<file path="config.mk">
export PLATFORM = sky130hd
export DESIGN_NAME = rob_top
export DESIGN_NICKNAME = d
export VERILOG_FILES = /design/src/rob_pkg.sv /design/src/rob_dispatch.sv /design/src/rob_entry_table.sv /design/src/rob_retire.sv /design/src/rob_top.sv
export SDC_FILE = /design/constraint.sdc
export NUM_CORES = 1
export LEC_CHECK = 0
export BUFFER_PORTS_ARGS = -buffer_cell sky130_fd_sc_hd__buf_4
export CAP_MARGIN = 30
export CORE_UTILIZATION = 61
export CTS_BUF_LIST = sky130_fd_sc_hd__clkbuf_4 sky130_fd_sc_hd__clkbuf_8 sky130_fd_sc_hd__clkbuf_16
export DETAILED_ROUTE_END_ITERATION = 8
export PLACE_DENSITY = 0.81
export SLEW_MARGIN = 20
export SYNTH_ARGS = -nofsm -noshare
export SYNTH_HDL_FRONTEND = slang
export SYNTH_SLANG_ARGS = --single-unit
</file>
<file path="constraint.sdc">
create_clock -name clock -period 13.8 [get_ports clock]
set_input_delay 0.69 -clock clock [delete_from_list [all_inputs] [get_ports clock]]
set_output_delay 0.69 -clock clock [all_outputs]
set_load 0.1 [all_outputs]
</file>
<file path="src/rob_pkg.sv">
package rob_pkg;

   //////////////////////////////
   // sizes
   //////////////////////////////

   // entry count, power of two so the pointers wrap by themselves
   localparam int rob_depth = 32;
   localparam int rob_idx_width = 5;

   // occupancy needs one more bit than an index, 0 to rob_depth
   localparam int rob_count_width = rob_idx_width + 1;

   // physical register tag
   localparam int phys_tag_width = 6;

   // decoder opcode
   localparam int opcode_width = 5;

   //////////////////////////////
   // named widths
   //////////////////////////////

   typedef logic [rob_idx_width-1:0]   rob_idx_t;
   typedef logic [rob_count_width-1:0] rob_count_t;
   typedef logic [phys_tag_width-1:0]  phys_tag_t;
   typedef logic [opcode_width-1:0]    opcode_t;

   // stores free no register at retirement
   localparam opcode_t opcode_store = opcode_t'(0);

endpackage

</file>
<file path="src/rob_dispatch.sv">
`timescale 1ns/100ps

module rob_dispatch
   import rob_pkg::*;
(
   input  logic       clock,
   input  logic       reset,
   input  logic       dispatch_valid_a,
   input  logic       dispatch_valid_b,
   input  logic [1:0] retire_count,
   output logic       dispatch_ready,
   output logic       alloc_en_a,
   output logic       alloc_en_b,
   output logic       rob_full,
   output logic       rob_almost_full,
   output logic       rob_empty,
   output rob_idx_t   rob_idx_a,
   output rob_idx_t   rob_idx_b,
   output rob_idx_t   rob_tail,
   output rob_count_t rob_count
);

   // tail and occupancy
   rob_idx_t   tail;
   rob_count_t count;
   rob_count_t count_next;

   // slots taken this cycle, 0 to 2
   logic [1:0] accept_count;

   //////////////////////////////
   // accept
   //////////////////////////////

   // room for a full pair, a lone slot waits the same way
   assign dispatch_ready = (count <= rob_count_t'(rob_depth - 2));

   assign alloc_en_a = dispatch_valid_a & dispatch_ready;
   assign alloc_en_b = dispatch_valid_b & dispatch_ready;

   assign accept_count = {1'b0, alloc_en_a} + {1'b0, alloc_en_b};

   // slot a sits at the tail, b right behind it
   assign rob_idx_a = tail;
   assign rob_idx_b = tail + rob_idx_t'(1);

   //////////////////////////////
   // tail and count
   //////////////////////////////

   // in minus out, both can move on the same edge
   assign count_next = count + rob_count_t'(accept_count) - rob_count_t'(retire_count);

   always_ff @(posedge clock)
   begin
      if (reset)
      begin
         tail  <= '0;
         count <= '0;
      end
      else
      begin
         tail  <= tail + rob_idx_t'(accept_count);
         count <= count_next;
      end
   end

   // status straight off the count
   assign rob_full        = (count == rob_count_t'(rob_depth));
   assign rob_almost_full = (count >= rob_count_t'(rob_depth - 2));
   assign rob_empty       = (count == '0);

   assign rob_tail  = tail;
   assign rob_count = count;

   // count stays in range across dispatch and retirement
   a_count_range: assert property (@(posedge clock) disable iff (reset)
      count <= rob_count_t'(rob_depth));

   // slot b never travels alone
   a_pair_order: assert property (@(posedge clock) disable iff (reset)
      dispatch_valid_b |-> dispatch_valid_a);

endmodule

</file>
<file path="src/rob_entry_table.sv">
`timescale 1ns/100ps

module rob_entry_table
   import rob_pkg::*;
(
   input  logic       clock,
   input  logic       reset,
   input  logic       alloc_en_a,
   input  logic       alloc_en_b,
   input  rob_idx_t   rob_idx_a,
   input  rob_idx_t   rob_idx_b,
   input  rob_idx_t   rob_head,
   input  opcode_t    opcode_a,
   input  opcode_t    opcode_b,
   input  phys_tag_t  told_a,
   input  phys_tag_t  told_b,
   input  logic       cdb_valid_a,
   input  logic       cdb_valid_b,
   input  logic       cdb_valid_c,
   input  logic       cdb_valid_d,
   input  rob_idx_t   cdb_idx_a,
   input  rob_idx_t   cdb_idx_b,
   input  rob_idx_t   cdb_idx_c,
   input  rob_idx_t   cdb_idx_d,
   input  logic [1:0] retire_count,
   output logic       head_complete,
   output logic       next_complete,
   output logic       head_store,
   output logic       next_store,
   output phys_tag_t  head_told,
   output phys_tag_t  next_told
);

   // per-entry control bits
   logic [rob_depth-1:0] entry_valid;
   logic [rob_depth-1:0] entry_complete;

   // per-entry payload
   logic [rob_depth-1:0] entry_store;
   phys_tag_t            entry_told [rob_depth];

   // entry behind the head
   rob_idx_t next_idx;

   // cdb ports gathered for the loop
   logic [3:0] cdb_valid;
   rob_idx_t   cdb_idx [4];

   assign next_idx = rob_head + rob_idx_t'(1);

   assign cdb_valid  = {cdb_valid_d, cdb_valid_c, cdb_valid_b, cdb_valid_a};
   assign cdb_idx[0] = cdb_idx_a;
   assign cdb_idx[1] = cdb_idx_b;
   assign cdb_idx[2] = cdb_idx_c;
   assign cdb_idx[3] = cdb_idx_d;

   //////////////////////////////
   // valid and complete
   //////////////////////////////

   always_ff @(posedge clock)
   begin
      if (reset)
      begin
         entry_valid    <= '0;
         entry_complete <= '0;
      end
      else
      begin
         // retired entries free up
         if (retire_count != 2'd0)
         begin
            entry_valid[rob_head]    <= 1'b0;
            entry_complete[rob_head] <= 1'b0;
         end
         if (retire_count == 2'd2)
         begin
            entry_valid[next_idx]    <= 1'b0;
            entry_complete[next_idx] <= 1'b0;
         end
         // new entries start incomplete
         if (alloc_en_a)
         begin
            entry_valid[rob_idx_a]    <= 1'b1;
            entry_complete[rob_idx_a] <= 1'b0;
         end
         if (alloc_en_b)
         begin
            entry_valid[rob_idx_b]    <= 1'b1;
            entry_complete[rob_idx_b] <= 1'b0;
         end
         // all four ports may mark in one cycle
         for (int p = 0; p < 4; p++)
         begin
            if (cdb_valid[p])
               entry_complete[cdb_idx[p]] <= 1'b1;
         end
      end
   end

   //////////////////////////////
   // payload
   //////////////////////////////

   always_ff @(posedge clock)
   begin
      if (alloc_en_a)
      begin
         entry_store[rob_idx_a] <= (opcode_a == opcode_store);
         entry_told[rob_idx_a]  <= told_a;
      end
      if (alloc_en_b)
      begin
         entry_store[rob_idx_b] <= (opcode_b == opcode_store);
         entry_told[rob_idx_b]  <= told_b;
      end
   end

   // head pair view for retirement
   assign head_complete = entry_valid[rob_head] & entry_complete[rob_head];
   assign next_complete = entry_valid[next_idx] & entry_complete[next_idx];
   assign head_store    = entry_store[rob_head];
   assign next_store    = entry_store[next_idx];
   assign head_told     = entry_told[rob_head];
   assign next_told     = entry_told[next_idx];

   // a broadcast must hit a live entry, and only once
   for (genvar g = 0; g < 4; g++)
   begin : g_cdb_check
      a_cdb_target: assert property (@(posedge clock) disable iff (reset)
         cdb_valid[g] |-> entry_valid[cdb_idx[g]] && !entry_complete[cdb_idx[g]]);
   end

endmodule

</file>
<file path="src/rob_retire.sv">
`timescale 1ns/100ps

module rob_retire
   import rob_pkg::*;
(
   input  logic       clock,
   input  logic       reset,
   input  logic       head_complete,
   input  logic       next_complete,
   input  logic       head_store,
   input  logic       next_store,
   input  phys_tag_t  head_told,
   input  phys_tag_t  next_told,
   input  rob_count_t rob_count,
   output rob_idx_t   rob_head,
   output logic [1:0] retire_count,
   output logic       retire_en_a,
   output logic       retire_en_b,
   output phys_tag_t  retire_told_a,
   output phys_tag_t  retire_told_b
);

   // head pointer
   rob_idx_t head;

   // retirement decisions for the two oldest entries
   logic retire_head;
   logic retire_next;

   //////////////////////////////
   // decide
   //////////////////////////////

   // oldest goes as soon as it is done
   assign retire_head = head_complete;

   // second only alongside the first and only if it really exists
   assign retire_next = head_complete & next_complete & (rob_count >= rob_count_t'(2));

   always_comb
   begin
      retire_count = 2'd0;
      if (retire_next)
         retire_count = 2'd2;
      else if (retire_head)
         retire_count = 2'd1;
   end

   //////////////////////////////
   // free list return
   //////////////////////////////

   // stores hold no old tag to give back
   assign retire_en_a = retire_head & ~head_store;
   assign retire_en_b = retire_next & ~next_store;

   // tags valid only with their enables
   assign retire_told_a = head_told;
   assign retire_told_b = next_told;

   //////////////////////////////
   // head pointer
   //////////////////////////////

   always_ff @(posedge clock)
   begin
      if (reset)
         head <= '0;
      else
         head <= head + rob_idx_t'(retire_count);
   end

   assign rob_head = head;

   // never retire more than is held
   a_retire_le_count: assert property (@(posedge clock) disable iff (reset)
      rob_count_t'(retire_count) <= rob_count);

endmodule

</file>
<file path="src/rob_top.sv">
`timescale 1ns/100ps

module rob_top
   import rob_pkg::*;
(
   input  logic       clock,
   input  logic       reset,
   // dispatch pair
   input  logic       dispatch_valid_a,
   input  logic       dispatch_valid_b,
   input  opcode_t    opcode_a,
   input  opcode_t    opcode_b,
   input  phys_tag_t  told_a,
   input  phys_tag_t  told_b,
   output logic       dispatch_ready,
   output rob_idx_t   rob_idx_a,
   output rob_idx_t   rob_idx_b,
   // completion broadcasts
   input  logic       cdb_valid_a,
   input  logic       cdb_valid_b,
   input  logic       cdb_valid_c,
   input  logic       cdb_valid_d,
   input  rob_idx_t   cdb_idx_a,
   input  rob_idx_t   cdb_idx_b,
   input  rob_idx_t   cdb_idx_c,
   input  rob_idx_t   cdb_idx_d,
   // free list return
   output logic       retire_en_a,
   output logic       retire_en_b,
   output phys_tag_t  retire_told_a,
   output phys_tag_t  retire_told_b,
   output logic [1:0] retire_count,
   // status
   output logic       rob_full,
   output logic       rob_almost_full,
   output logic       rob_empty,
   output rob_idx_t   rob_head,
   output rob_idx_t   rob_tail,
   output rob_count_t rob_count
);

   // dispatch to table
   logic alloc_en_a;
   logic alloc_en_b;

   // table to retire
   logic      head_complete;
   logic      next_complete;
   logic      head_store;
   logic      next_store;
   phys_tag_t head_told;
   phys_tag_t next_told;

   //////////////////////////////
   // parts
   //////////////////////////////

   rob_dispatch u_dispatch (
      .clock            (clock),
      .reset            (reset),
      .dispatch_valid_a (dispatch_valid_a),
      .dispatch_valid_b (dispatch_valid_b),
      .retire_count     (retire_count),
      .dispatch_ready   (dispatch_ready),
      .alloc_en_a       (alloc_en_a),
      .alloc_en_b       (alloc_en_b),
      .rob_full         (rob_full),
      .rob_almost_full  (rob_almost_full),
      .rob_empty        (rob_empty),
      .rob_idx_a        (rob_idx_a),
      .rob_idx_b        (rob_idx_b),
      .rob_tail         (rob_tail),
      .rob_count        (rob_count)
   );

   rob_entry_table u_entry_table (
      .clock         (clock),
      .reset         (reset),
      .alloc_en_a    (alloc_en_a),
      .alloc_en_b    (alloc_en_b),
      .rob_idx_a     (rob_idx_a),
      .rob_idx_b     (rob_idx_b),
      .rob_head      (rob_head),
      .opcode_a      (opcode_a),
      .opcode_b      (opcode_b),
      .told_a        (told_a),
      .told_b        (told_b),
      .cdb_valid_a   (cdb_valid_a),
      .cdb_valid_b   (cdb_valid_b),
      .cdb_valid_c   (cdb_valid_c),
      .cdb_valid_d   (cdb_valid_d),
      .cdb_idx_a     (cdb_idx_a),
      .cdb_idx_b     (cdb_idx_b),
      .cdb_idx_c     (cdb_idx_c),
      .cdb_idx_d     (cdb_idx_d),
      .retire_count  (retire_count),
      .head_complete (head_complete),
      .next_complete (next_complete),
      .head_store    (head_store),
      .next_store    (next_store),
      .head_told     (head_told),
      .next_told     (next_told)
   );

   rob_retire u_retire (
      .clock         (clock),
      .reset         (reset),
      .head_complete (head_complete),
      .next_complete (next_complete),
      .head_store    (head_store),
      .next_store    (next_store),
      .head_told     (head_told),
      .next_told     (next_told),
      .rob_count     (rob_count),
      .rob_head      (rob_head),
      .retire_count  (retire_count),
      .retire_en_a   (retire_en_a),
      .retire_en_b   (retire_en_b),
      .retire_told_a (retire_told_a),
      .retire_told_b (retire_told_b)
   );

endmodule

</file>
==> results of run 1 <==
==> through the flow <==
step / cells / setup WS (ns) / utilization (%) / power (µW)
global route: 2185 / 6.64 / 68.5 / 2950
global placement: 2117 / 7.33 / 64.7 / 1940
detailed placement: 2122 / 7.22 / 64.9 / 1960
finish: 2185 / 7.18 / 68.5 / 2880
CTS: 2183 / 7.17 / 68.4 / 2850
floorplan: 1746 / 7.08 / - / 1740
==> cells by family after synthesis <==
group | count (synthesis) | synth area share (%)
flip-flops | 304 | 40.5
XOR/XNOR | 13 | 0.575
adder cells (fa/ha/maj) | 36 | 2.43
AND/OR/NAND/NOR | 541 | 14.3
multiplexers | 366 | 27.6
buffers and inverters | 198 | 4.22
AO/OA/AOI/OAI | 288 | 10.5
==> metal layers <==
metal / track usage [%] / vias up
met3: 11.2 / 295
met4: 18.4 / 0
met2: 59.8 / 1485
li1: - / 6817
met1: 54.1 / 8091
met5: 0 / -
==> worst register-to-register path: stages, from the launching register on <==
cell	delay [ns]
sky130_fd_sc_hd__dfxtp_4	0.90
sky130_fd_sc_hd__buf_4	0.77
sky130_fd_sc_hd__inv_1	0.40
sky130_fd_sc_hd__ha_4	0.71
sky130_fd_sc_hd__buf_4	0.79
sky130_fd_sc_hd__a31oi_1	0.19
sky130_fd_sc_hd__a32oi_1	0.21
sky130_fd_sc_hd__and4_1	0.24
sky130_fd_sc_hd__or3_1	0.15
sky130_fd_sc_hd__inv_1	0.19
sky130_fd_sc_hd__fa_1	0.60
sky130_fd_sc_hd__inv_1	0.06
sky130_fd_sc_hd__ha_1	0.27
sky130_fd_sc_hd__a21o_1	0.18
sky130_fd_sc_hd__a21oi_1	0.22
sky130_fd_sc_hd__nor2_1	0.06
sky130_fd_sc_hd__nor2_1	0.09
sky130_fd_sc_hd__nor2_1	0.05
sky130_fd_sc_hd__or3_1	0.30
sky130_fd_sc_hd__a21oi_1	0.17
==> cell usage in the layout, fill, tap and decap left out, drive strengths merged, types with 13 or more instances in the layout <==
cell / count
buf: 119
mux2: 193
nand2b: 34
mux2i: 49
o21ai: 56
o32ai: 53
or3b: 21
a22oi: 29
nor4: 13
nor3: 23
edfxtp: 192
clkbuf: 50
dfxtp: 112
inv: 55
nor2: 150
nand2: 95
a21oi: 30
mux4: 124
ha: 32
and3: 39
nand3b: 52
nand3: 61
o22ai: 67
==> worst paths after layout <==
path                                                   start                                    endpoint  slack (ns)  cells past startpoint
hold reg to reg   u_entry_table.entry_complete[0]$_SDFF_PP0_  u_entry_table.entry_complete[0]$_SDFF_PP0_        0.50                      2
hold / removal    u_entry_table.entry_complete[0]$_SDFF_PP0_  u_entry_table.entry_complete[0]$_SDFF_PP0_        0.50                      2
setup reg to reg             u_retire.rob_head[0]$_SDFF_PP0_          u_dispatch.rob_count[5]$_SDFF_PP0_        7.18                     19
setup / recovery             u_retire.rob_head[0]$_SDFF_PP0_          u_dispatch.rob_count[5]$_SDFF_PP0_        7.18                     19
==> state kept, by name, indices dropped and copies added, names as in the netlist <==
name                          cells
u_entry_table.entry_store        32
u_retire.rob_head                 5
u_entry_table.entry_valid        32
u_dispatch.rob_count              6
u_dispatch.rob_idx_a              5
u_entry_table.entry_told        192
u_entry_table.entry_complete     32
==> final cells by class <==
cell class | instances | area [µm²] | area share (%)
clock buffer | 50 | 990 | 4.56
clock inverter | 11 | 121 | 0.559
inverter | 55 | 206 | 0.950
multi-input combinational | 1244 | 11000 | 50.5
sequential | 304 | 8020 | 36.9
tap | 402 | 503 | 2.32
timing repair buffer | 119 | 913 | 4.20
==> power groups by stage <==
stage                     clock network (µW)  logic, µW  registers [µW]
after floorplan                            0        573            1160
after global placement                     0        834            1100
after detailed placement                   0        847            1110
after CTS                                909        853            1090
after global routing                     948        905            1100
final                                    916        869            1090
==> flow_summary.rst, run 1 <==
.. list-table::
   :header-rows: 1

   * - Metric
     - Value
   * - Number of fillers in the final layout
     - around 2300
   * - Starting utilization of the core area
     - approximately 62%
   * - Nets
     - around 1800
   * - Number of buffers on the longest clock path
     - 3
   * - Switching share of power
     - between 30% and 40%
   * - Number of buffers inserted by port buffering
     - 95
   * - Met3 Routed Length
     - ~9.6 mm
   * - Most numerous cell in the Yosys netlist
     - sky130_fd_sc_hd__mux2_2
   * - Insertion delay to the later sink of the worst-skew pair
     - ~0.56 ns
   * - Vias in the first global route
     - 15960
   * - Amount of wire on met2 after detailed routing
     - approximately 29 mm
   * - Fin. Hold Viols
     - 0
   * - Largest clock skew in the final design
     - about 0.034 ns
   * - Unrepaired setup endpoints after global routing
     - false
   * - Global placer's final weighted congestion
     - 1.00
   * - Leakage dissipation
     - between 0.007 and 0.008 µW
   * - Synthesized netlist cell count
     - 1746
   * - Commonest cells in the synthesized netlist
     - sky130_fd_sc_hd__mux2_2 (193), sky130_fd_sc_hd__edfxtp_1 (192), sky130_fd_sc_hd__nor2_1 (150)
   * - Clock root buffer master
     - sky130_fd_sc_hd__clkbuf_16
   * - Routed vias/inst
     - roughly 7.6
   * - Type of the most critical hold path
     - flip-flop to flip-flop
   * - Number of maximum-capacitance constraint violations
     - 0
   * - Post-cts sizing count
     - 0
   * - Total global routing overflow
     - 0
   * - Total number of clock tree sinks
     - between 300 and 400
   * - Slew headroom
     - between 20% and 30%
   * - Number of buffers added to fix hold violations after cts
     - 0
   * - Post-CTS clock slew at the launch and capture registers of the worst setup and hold paths
     - around 0.06 ns
   * - Worst Hold Margin
     - about 0.5 ns
   * - Mapped Avg Cell Area
     - about 11 µm²
   * - TritonCTS buffer count
     - 34
   * - List of cells traversed by the critical path
     - buf_4, inv_1, ha_4, buf_4, a31oi_1, a32oi_1, and4_1, or3_1, inv_1, fa_1, inv_1, ha_1, a21o_1, a21oi_1, nor2_1, nor2_1, nor2_1, or3_1, a21oi_1
   * - Total buffers and inverters traversed by the critical path
     - 5
   * - Req. time, crit path
     - around 14 ns
   * - Number of nets with antenna violations after routing
     - 0
   * - Top Ports
     - between 90 and 100
   * - Peak supply drop
     - 262 µV
   * - Global-route wire length before repair
     - ~99 mm
   * - Highest metal layer with signal wires
     - met4
   * - Final Cell Area
     - ~0.022 mm²
   * - TritonCTS clock tree
     - done
   * - Class of the most critical setup path
     - flip-flop to flip-flop
   * - Post-synth EDFFs
     - roughly 190
   * - Slew at the pin closest to its max-slew limit
     - 1.13 ns
   * - Pwr Density
     - 132 mW/mm²
   * - Total count of max-transition violations in the final report
     - 0
   * - Cell type group with the largest total delay on the critical path
     - buffers and inverters
   * - Min Tclk post-route
     - between 6 and 7 ns
   * - Flop pwr share
     - between 30 and 40%
   * - Setup Buffers After CTS
     - 0
   * - Layout cells sized above 1
     - 30.2%
   * - Peak fanout along the critical path
     - between 50 and 60
   * - Slowest stage cell, crit path
     - sky130_fd_sc_hd__dfxtp_4
   * - Category of the worst setup path capture point
     - flip-flop
   * - Portion of the post-synthesis area used by sequential elements
     - roughly 40%
   * - Length of the first detailed-routing pass in iterations
     - 8
   * - Clock power frac
     - approximately a third
   * - Period utilisation layout
     - between 40% and 50%
   * - Number of synthesized register bits
     - slightly above 300
   * - Inserted Diodes
     - 0
   * - Cell types with the largest area share after synthesis
     - sky130_fd_sc_hd__edfxtp_1 (29%), sky130_fd_sc_hd__mux4_2 (14%), sky130_fd_sc_hd__dfxtp_1 (11%)
   * - Via count
     - approximately 17000
   * - Power dissipated by switching net loads
     - 1070 µW
   * - Final Routed Wirelength
     - ~66 mm
   * - Layout-stage area growth over the synthesis result
     - 9.79%
   * - Met1 WL
     - 24.0 mm
   * - Die extent in x
     - 182 µm
   * - Crit path launch type
     - flip-flop
   * - Commonest register cell after synthesis
     - sky130_fd_sc_hd__edfxtp_1
   * - Area of the mapped netlist
     - a little under 0.02 mm²
   * - Most area-hungry cell type in the Yosys netlist
     - sky130_fd_sc_hd__edfxtp_1
   * - Setup violation total in the final timing report
     - 0
   * - Worst path arrival time
     - slightly above 7 ns
   * - DRC violations left
     - 0
   * - Peak Freq
     - roughly 0.15 GHz
   * - WL/cell
     - ~30 µm
   * - Row count
     - between 60 and 70
   * - Post-synth net total
     - between 1500 and 2000
   * - H-tree depth
     - 2
   * - Half-perimeter wire length after placement
     - around 45 mm
   * - Initial antenna violation count
     - 0
   * - Warnings, synthesis
     - 0
   * - DRC violation total after the first TritonRoute iteration
     - around 3000
   * - Cell area reported after detailed placement
     - around 0.02 mm²
   * - Proportion of synthesized flip-flops having asynchronous set or reset
     - 0%
   * - Maximum number of pins on one net before global-route repair
     - 100
   * - Design internal power
     - 1810 µW
   * - Die Height
     - about 180 µm
   * - Total track usage
     - between 30% and 40%
   * - Summed negative setup slack over all endpoints
     - 0 ns
   * - Number of different library cells in the post-synthesis netlist
     - 61
   * - Comb power frac
     - 30.2%
   * - Share of Yosys cell area claimed by the top area cell type
     - between 20% and 30%
   * - Run status
     - finished, final reports clean
   * - Core area
     - 0.0317 mm²
   * - Floorplan die area
     - between 0.03 and 0.04 mm²
   * - Max incr delay on CP
     - about 0.9 ns
Power figures use the tool's default switching activity.
==> run 2, diff against run 1 <==
==> constraint.sdc (replaced) <==
create_clock -name clock -period 6.3 [get_ports clock]
set_input_delay 0.315 -clock clock [delete_from_list [all_inputs] [get_ports clock]]
set_output_delay 0.315 -clock clock [all_outputs]
set_load 0.1 [all_outputs]
==> run 2 against run 1 <==
Non-clock buffer count is 7 higher; clock-buffer cell count is 8 lower; wire length is 0.72% lower; final area is 0.49% higher; first-iteration DRC count is 8.9% lower; die area stayed put; power is 120% higher; global-route usage is 0.65 points lower; register-to-register slack worse by 6.2 ns; largest power group unchanged; sequential power is 120% higher.
==> flow_summary.rst, run 2 (same netlist as run 1, synthesis figures left out) <==
.. list-table::
   :header-rows: 1

   * - Metric
     - Value
   * - Number of maximum-capacitance constraint violations
     - 0
   * - Min Tclk post-route
     - about 5.3 ns
   * - Maximum number of pins on one net before global-route repair
     - around 130
   * - Row count
     - 65
   * - Layout cells sized above 1
     - between 30 and 40%
   * - H-tree depth
     - 2
   * - Nets
     - roughly 1900
   * - Fin. Hold Viols
     - 0
   * - TritonCTS buffer count
     - 35
   * - WL/cell
     - ~30 µm
   * - Setup violation total in the final timing report
     - 0
   * - DRC violations left
     - 0
   * - Total track usage
     - just under 40%
   * - Max FFs per register
     - between 150 and 200
   * - Core area
     - between 0.03 and 0.04 mm²
   * - Post-cts sizing count
     - 0
   * - Unrepaired setup endpoints after global routing
     - false
   * - Worst Hold Margin
     - roughly 0.23 ns
   * - Number of nets with antenna violations after routing
     - 0
   * - Run status
     - finished, final reports clean
   * - Top Ports
     - 96
   * - Initial antenna violation count
     - 2
   * - Crit path launch type
     - flip-flop
   * - Layout-stage area growth over the synthesis result
     - 10.3%
   * - Number of fillers in the final layout
     - ~2300
   * - Final Routed Wirelength
     - between 60 and 70 mm
   * - Category of the worst setup path capture point
     - flip-flop
   * - Clock root buffer master
     - sky130_fd_sc_hd__clkbuf_16
   * - Pwr Density
     - 295 mW/mm²
   * - Via count
     - ~17000
   * - Insertion delay to the later sink of the worst-skew pair
     - between 0.5 and 0.6 ns
   * - Amount of wire on met2 after detailed routing
     - 29.3 mm
   * - Routed vias/inst
     - 7.56
   * - Slew headroom
     - 28.5%
   * - Number of buffers added to fix hold violations after cts
     - 0
   * - Global placer's final weighted congestion
     - between 1 and 1.5
   * - Floorplan die area
     - around 0.033 mm²
   * - Inserted Diodes
     - 0
   * - Die Height
     - 182 µm
   * - Commonest cells after routing, fill and taps aside
     - sky130_fd_sc_hd__mux2_2 (193), sky130_fd_sc_hd__edfxtp_1 (192), sky130_fd_sc_hd__nor2_1 (147), sky130_fd_sc_hd__mux4_2 (124), sky130_fd_sc_hd__buf_4 (122)
   * - Worst path arrival time
     - between 5 and 6 ns
   * - DRC violation total after the first TritonRoute iteration
     - between 2000 and 3000
   * - Req. time, crit path
     - roughly 6.8 ns
   * - Register with the highest flop count
     - u_entry_table.entry_told
   * - R2R setup slack
     - just under 1 ns
   * - Class of the most critical setup path
     - flip-flop to flip-flop
   * - Slew at the pin closest to its max-slew limit
     - 1.07 ns
   * - Peak supply drop
     - 539 µV
   * - Number of buffers on the longest clock path
     - 3
   * - Peak fanout along the critical path
     - 131
   * - Global-route wire length before repair
     - around 98 mm
   * - Starting utilization of the core area
     - roughly 62%
   * - Period utilisation layout
     - a little over four fifths
   * - Length of the first detailed-routing pass in iterations
     - 8
   * - Footprint of the flip-flops and latches
     - between 0.008 and 0.009 mm²
   * - Number of buffers inserted by port buffering
     - 95
   * - Met3 Routed Length
     - 9.62 mm
   * - Total count of max-transition violations in the final report
     - 0
   * - Most common cell after layout, fill and taps aside
     - sky130_fd_sc_hd__mux2_2
   * - Highest metal layer with signal wires
     - met4
   * - Post-layout power
     - approximately 6400 µW
   * - TritonCTS clock tree
     - done
   * - Total number of clock tree sinks
     - approximately 300
   * - Largest clock skew in the final design
     - 0.0187 ns
   * - Peak Freq
     - around 0.19 GHz
   * - Summed negative setup slack over all endpoints
     - 0 ns
   * - Post-CTS clock slew at the launch and capture registers of the worst setup and hold paths
     - approximately 0.06 ns
   * - Half-perimeter wire length after placement
     - 46.0 mm
   * - Leakage dissipation
     - 0.00722 µW
   * - Met1 WL
     - ~24 mm
   * - Die extent in x
     - 182 µm
   * - Vias in the first global route
     - 15840
   * - Fin util
     - 68.8%
   * - Total global routing overflow
     - 0
   * - Setup Buffers After CTS
     - 0
   * - Area used by multi-input combinational logic
     - between 0.01 and 0.015 mm²
   * - Type of the most critical hold path
     - input pin to flip-flop
run 2: metal layers:
layer	vias up	global-route usage [%]
met5	-	0
met1	8133	52.4
li1	6820	-
met3	252	11.4
met4	0	17.2
met2	1400	59.8
run 2: final timing paths:
path / start / endpoint / cells past startpoint
setup / recovery: u_retire.rob_head[0]$_SDFF_PP0_ / u_dispatch.rob_count[5]$_SDFF_PP0_ / 17
setup reg to reg: u_retire.rob_head[0]$_SDFF_PP0_ / u_dispatch.rob_count[5]$_SDFF_PP0_ / 17
hold reg to reg: u_entry_table.entry_complete[13]$_SDFF_PP0_ / u_entry_table.entry_complete[13]$_SDFF_PP0_ / 2
hold / removal: reset / u_retire.rob_head[1]$_SDFF_PP0_ / 2
run 2: power by group:
part / internal (µW) / leakage [µW] / switching (µW)
Sequential: 2270 / 0.00264 / 124
Clock: 1230 / 0.000586 / 880
Combinational: 565 / 0.00399 / 1360
Total: 4070 / 0.00722 / 2370
run 2: area by class of cell:
type | instances | share of cell area (%)
repair buffers | 126 | 4.48
well taps | 402 | 2.30
inverters | 55 | 0.946
clock inverters | 22 | 1.08
flip-flops and latches | 304 | 36.7
multi-input cells | 1244 | 50.2
clock buffers | 42 | 4.25
run 2: critical path: stages, from the launching register on:
cell and delay (ns):
sky130_fd_sc_hd__dfxtp_4 0.69, sky130_fd_sc_hd__buf_12 0.65, sky130_fd_sc_hd__nand2_1 0.29, sky130_fd_sc_hd__a31oi_1 0.85, sky130_fd_sc_hd__nand2b_1 0.19, sky130_fd_sc_hd__and4_1 0.22, sky130_fd_sc_hd__or3_1 0.17, sky130_fd_sc_hd__inv_1 0.16
sky130_fd_sc_hd__fa_1 0.58, sky130_fd_sc_hd__inv_1 0.06, sky130_fd_sc_hd__ha_1 0.27, sky130_fd_sc_hd__a21o_1 0.18, sky130_fd_sc_hd__a21oi_1 0.22, sky130_fd_sc_hd__nor2_1 0.08, sky130_fd_sc_hd__nor2_1 0.09, sky130_fd_sc_hd__nor2_1 0.05
sky130_fd_sc_hd__or3_1 0.30, sky130_fd_sc_hd__a21oi_1 0.15
run 2: metrics by stage:
step                worst slack, ns  cell area, µm²  std cells
finish                        0.977           21800       2195
global route                  0.614           21800       2195
CTS                            1.02           21800       2190
detailed placement             1.05           20600       2126
global placement               1.10           20600       2123
floorplan                     0.124           19800       1746
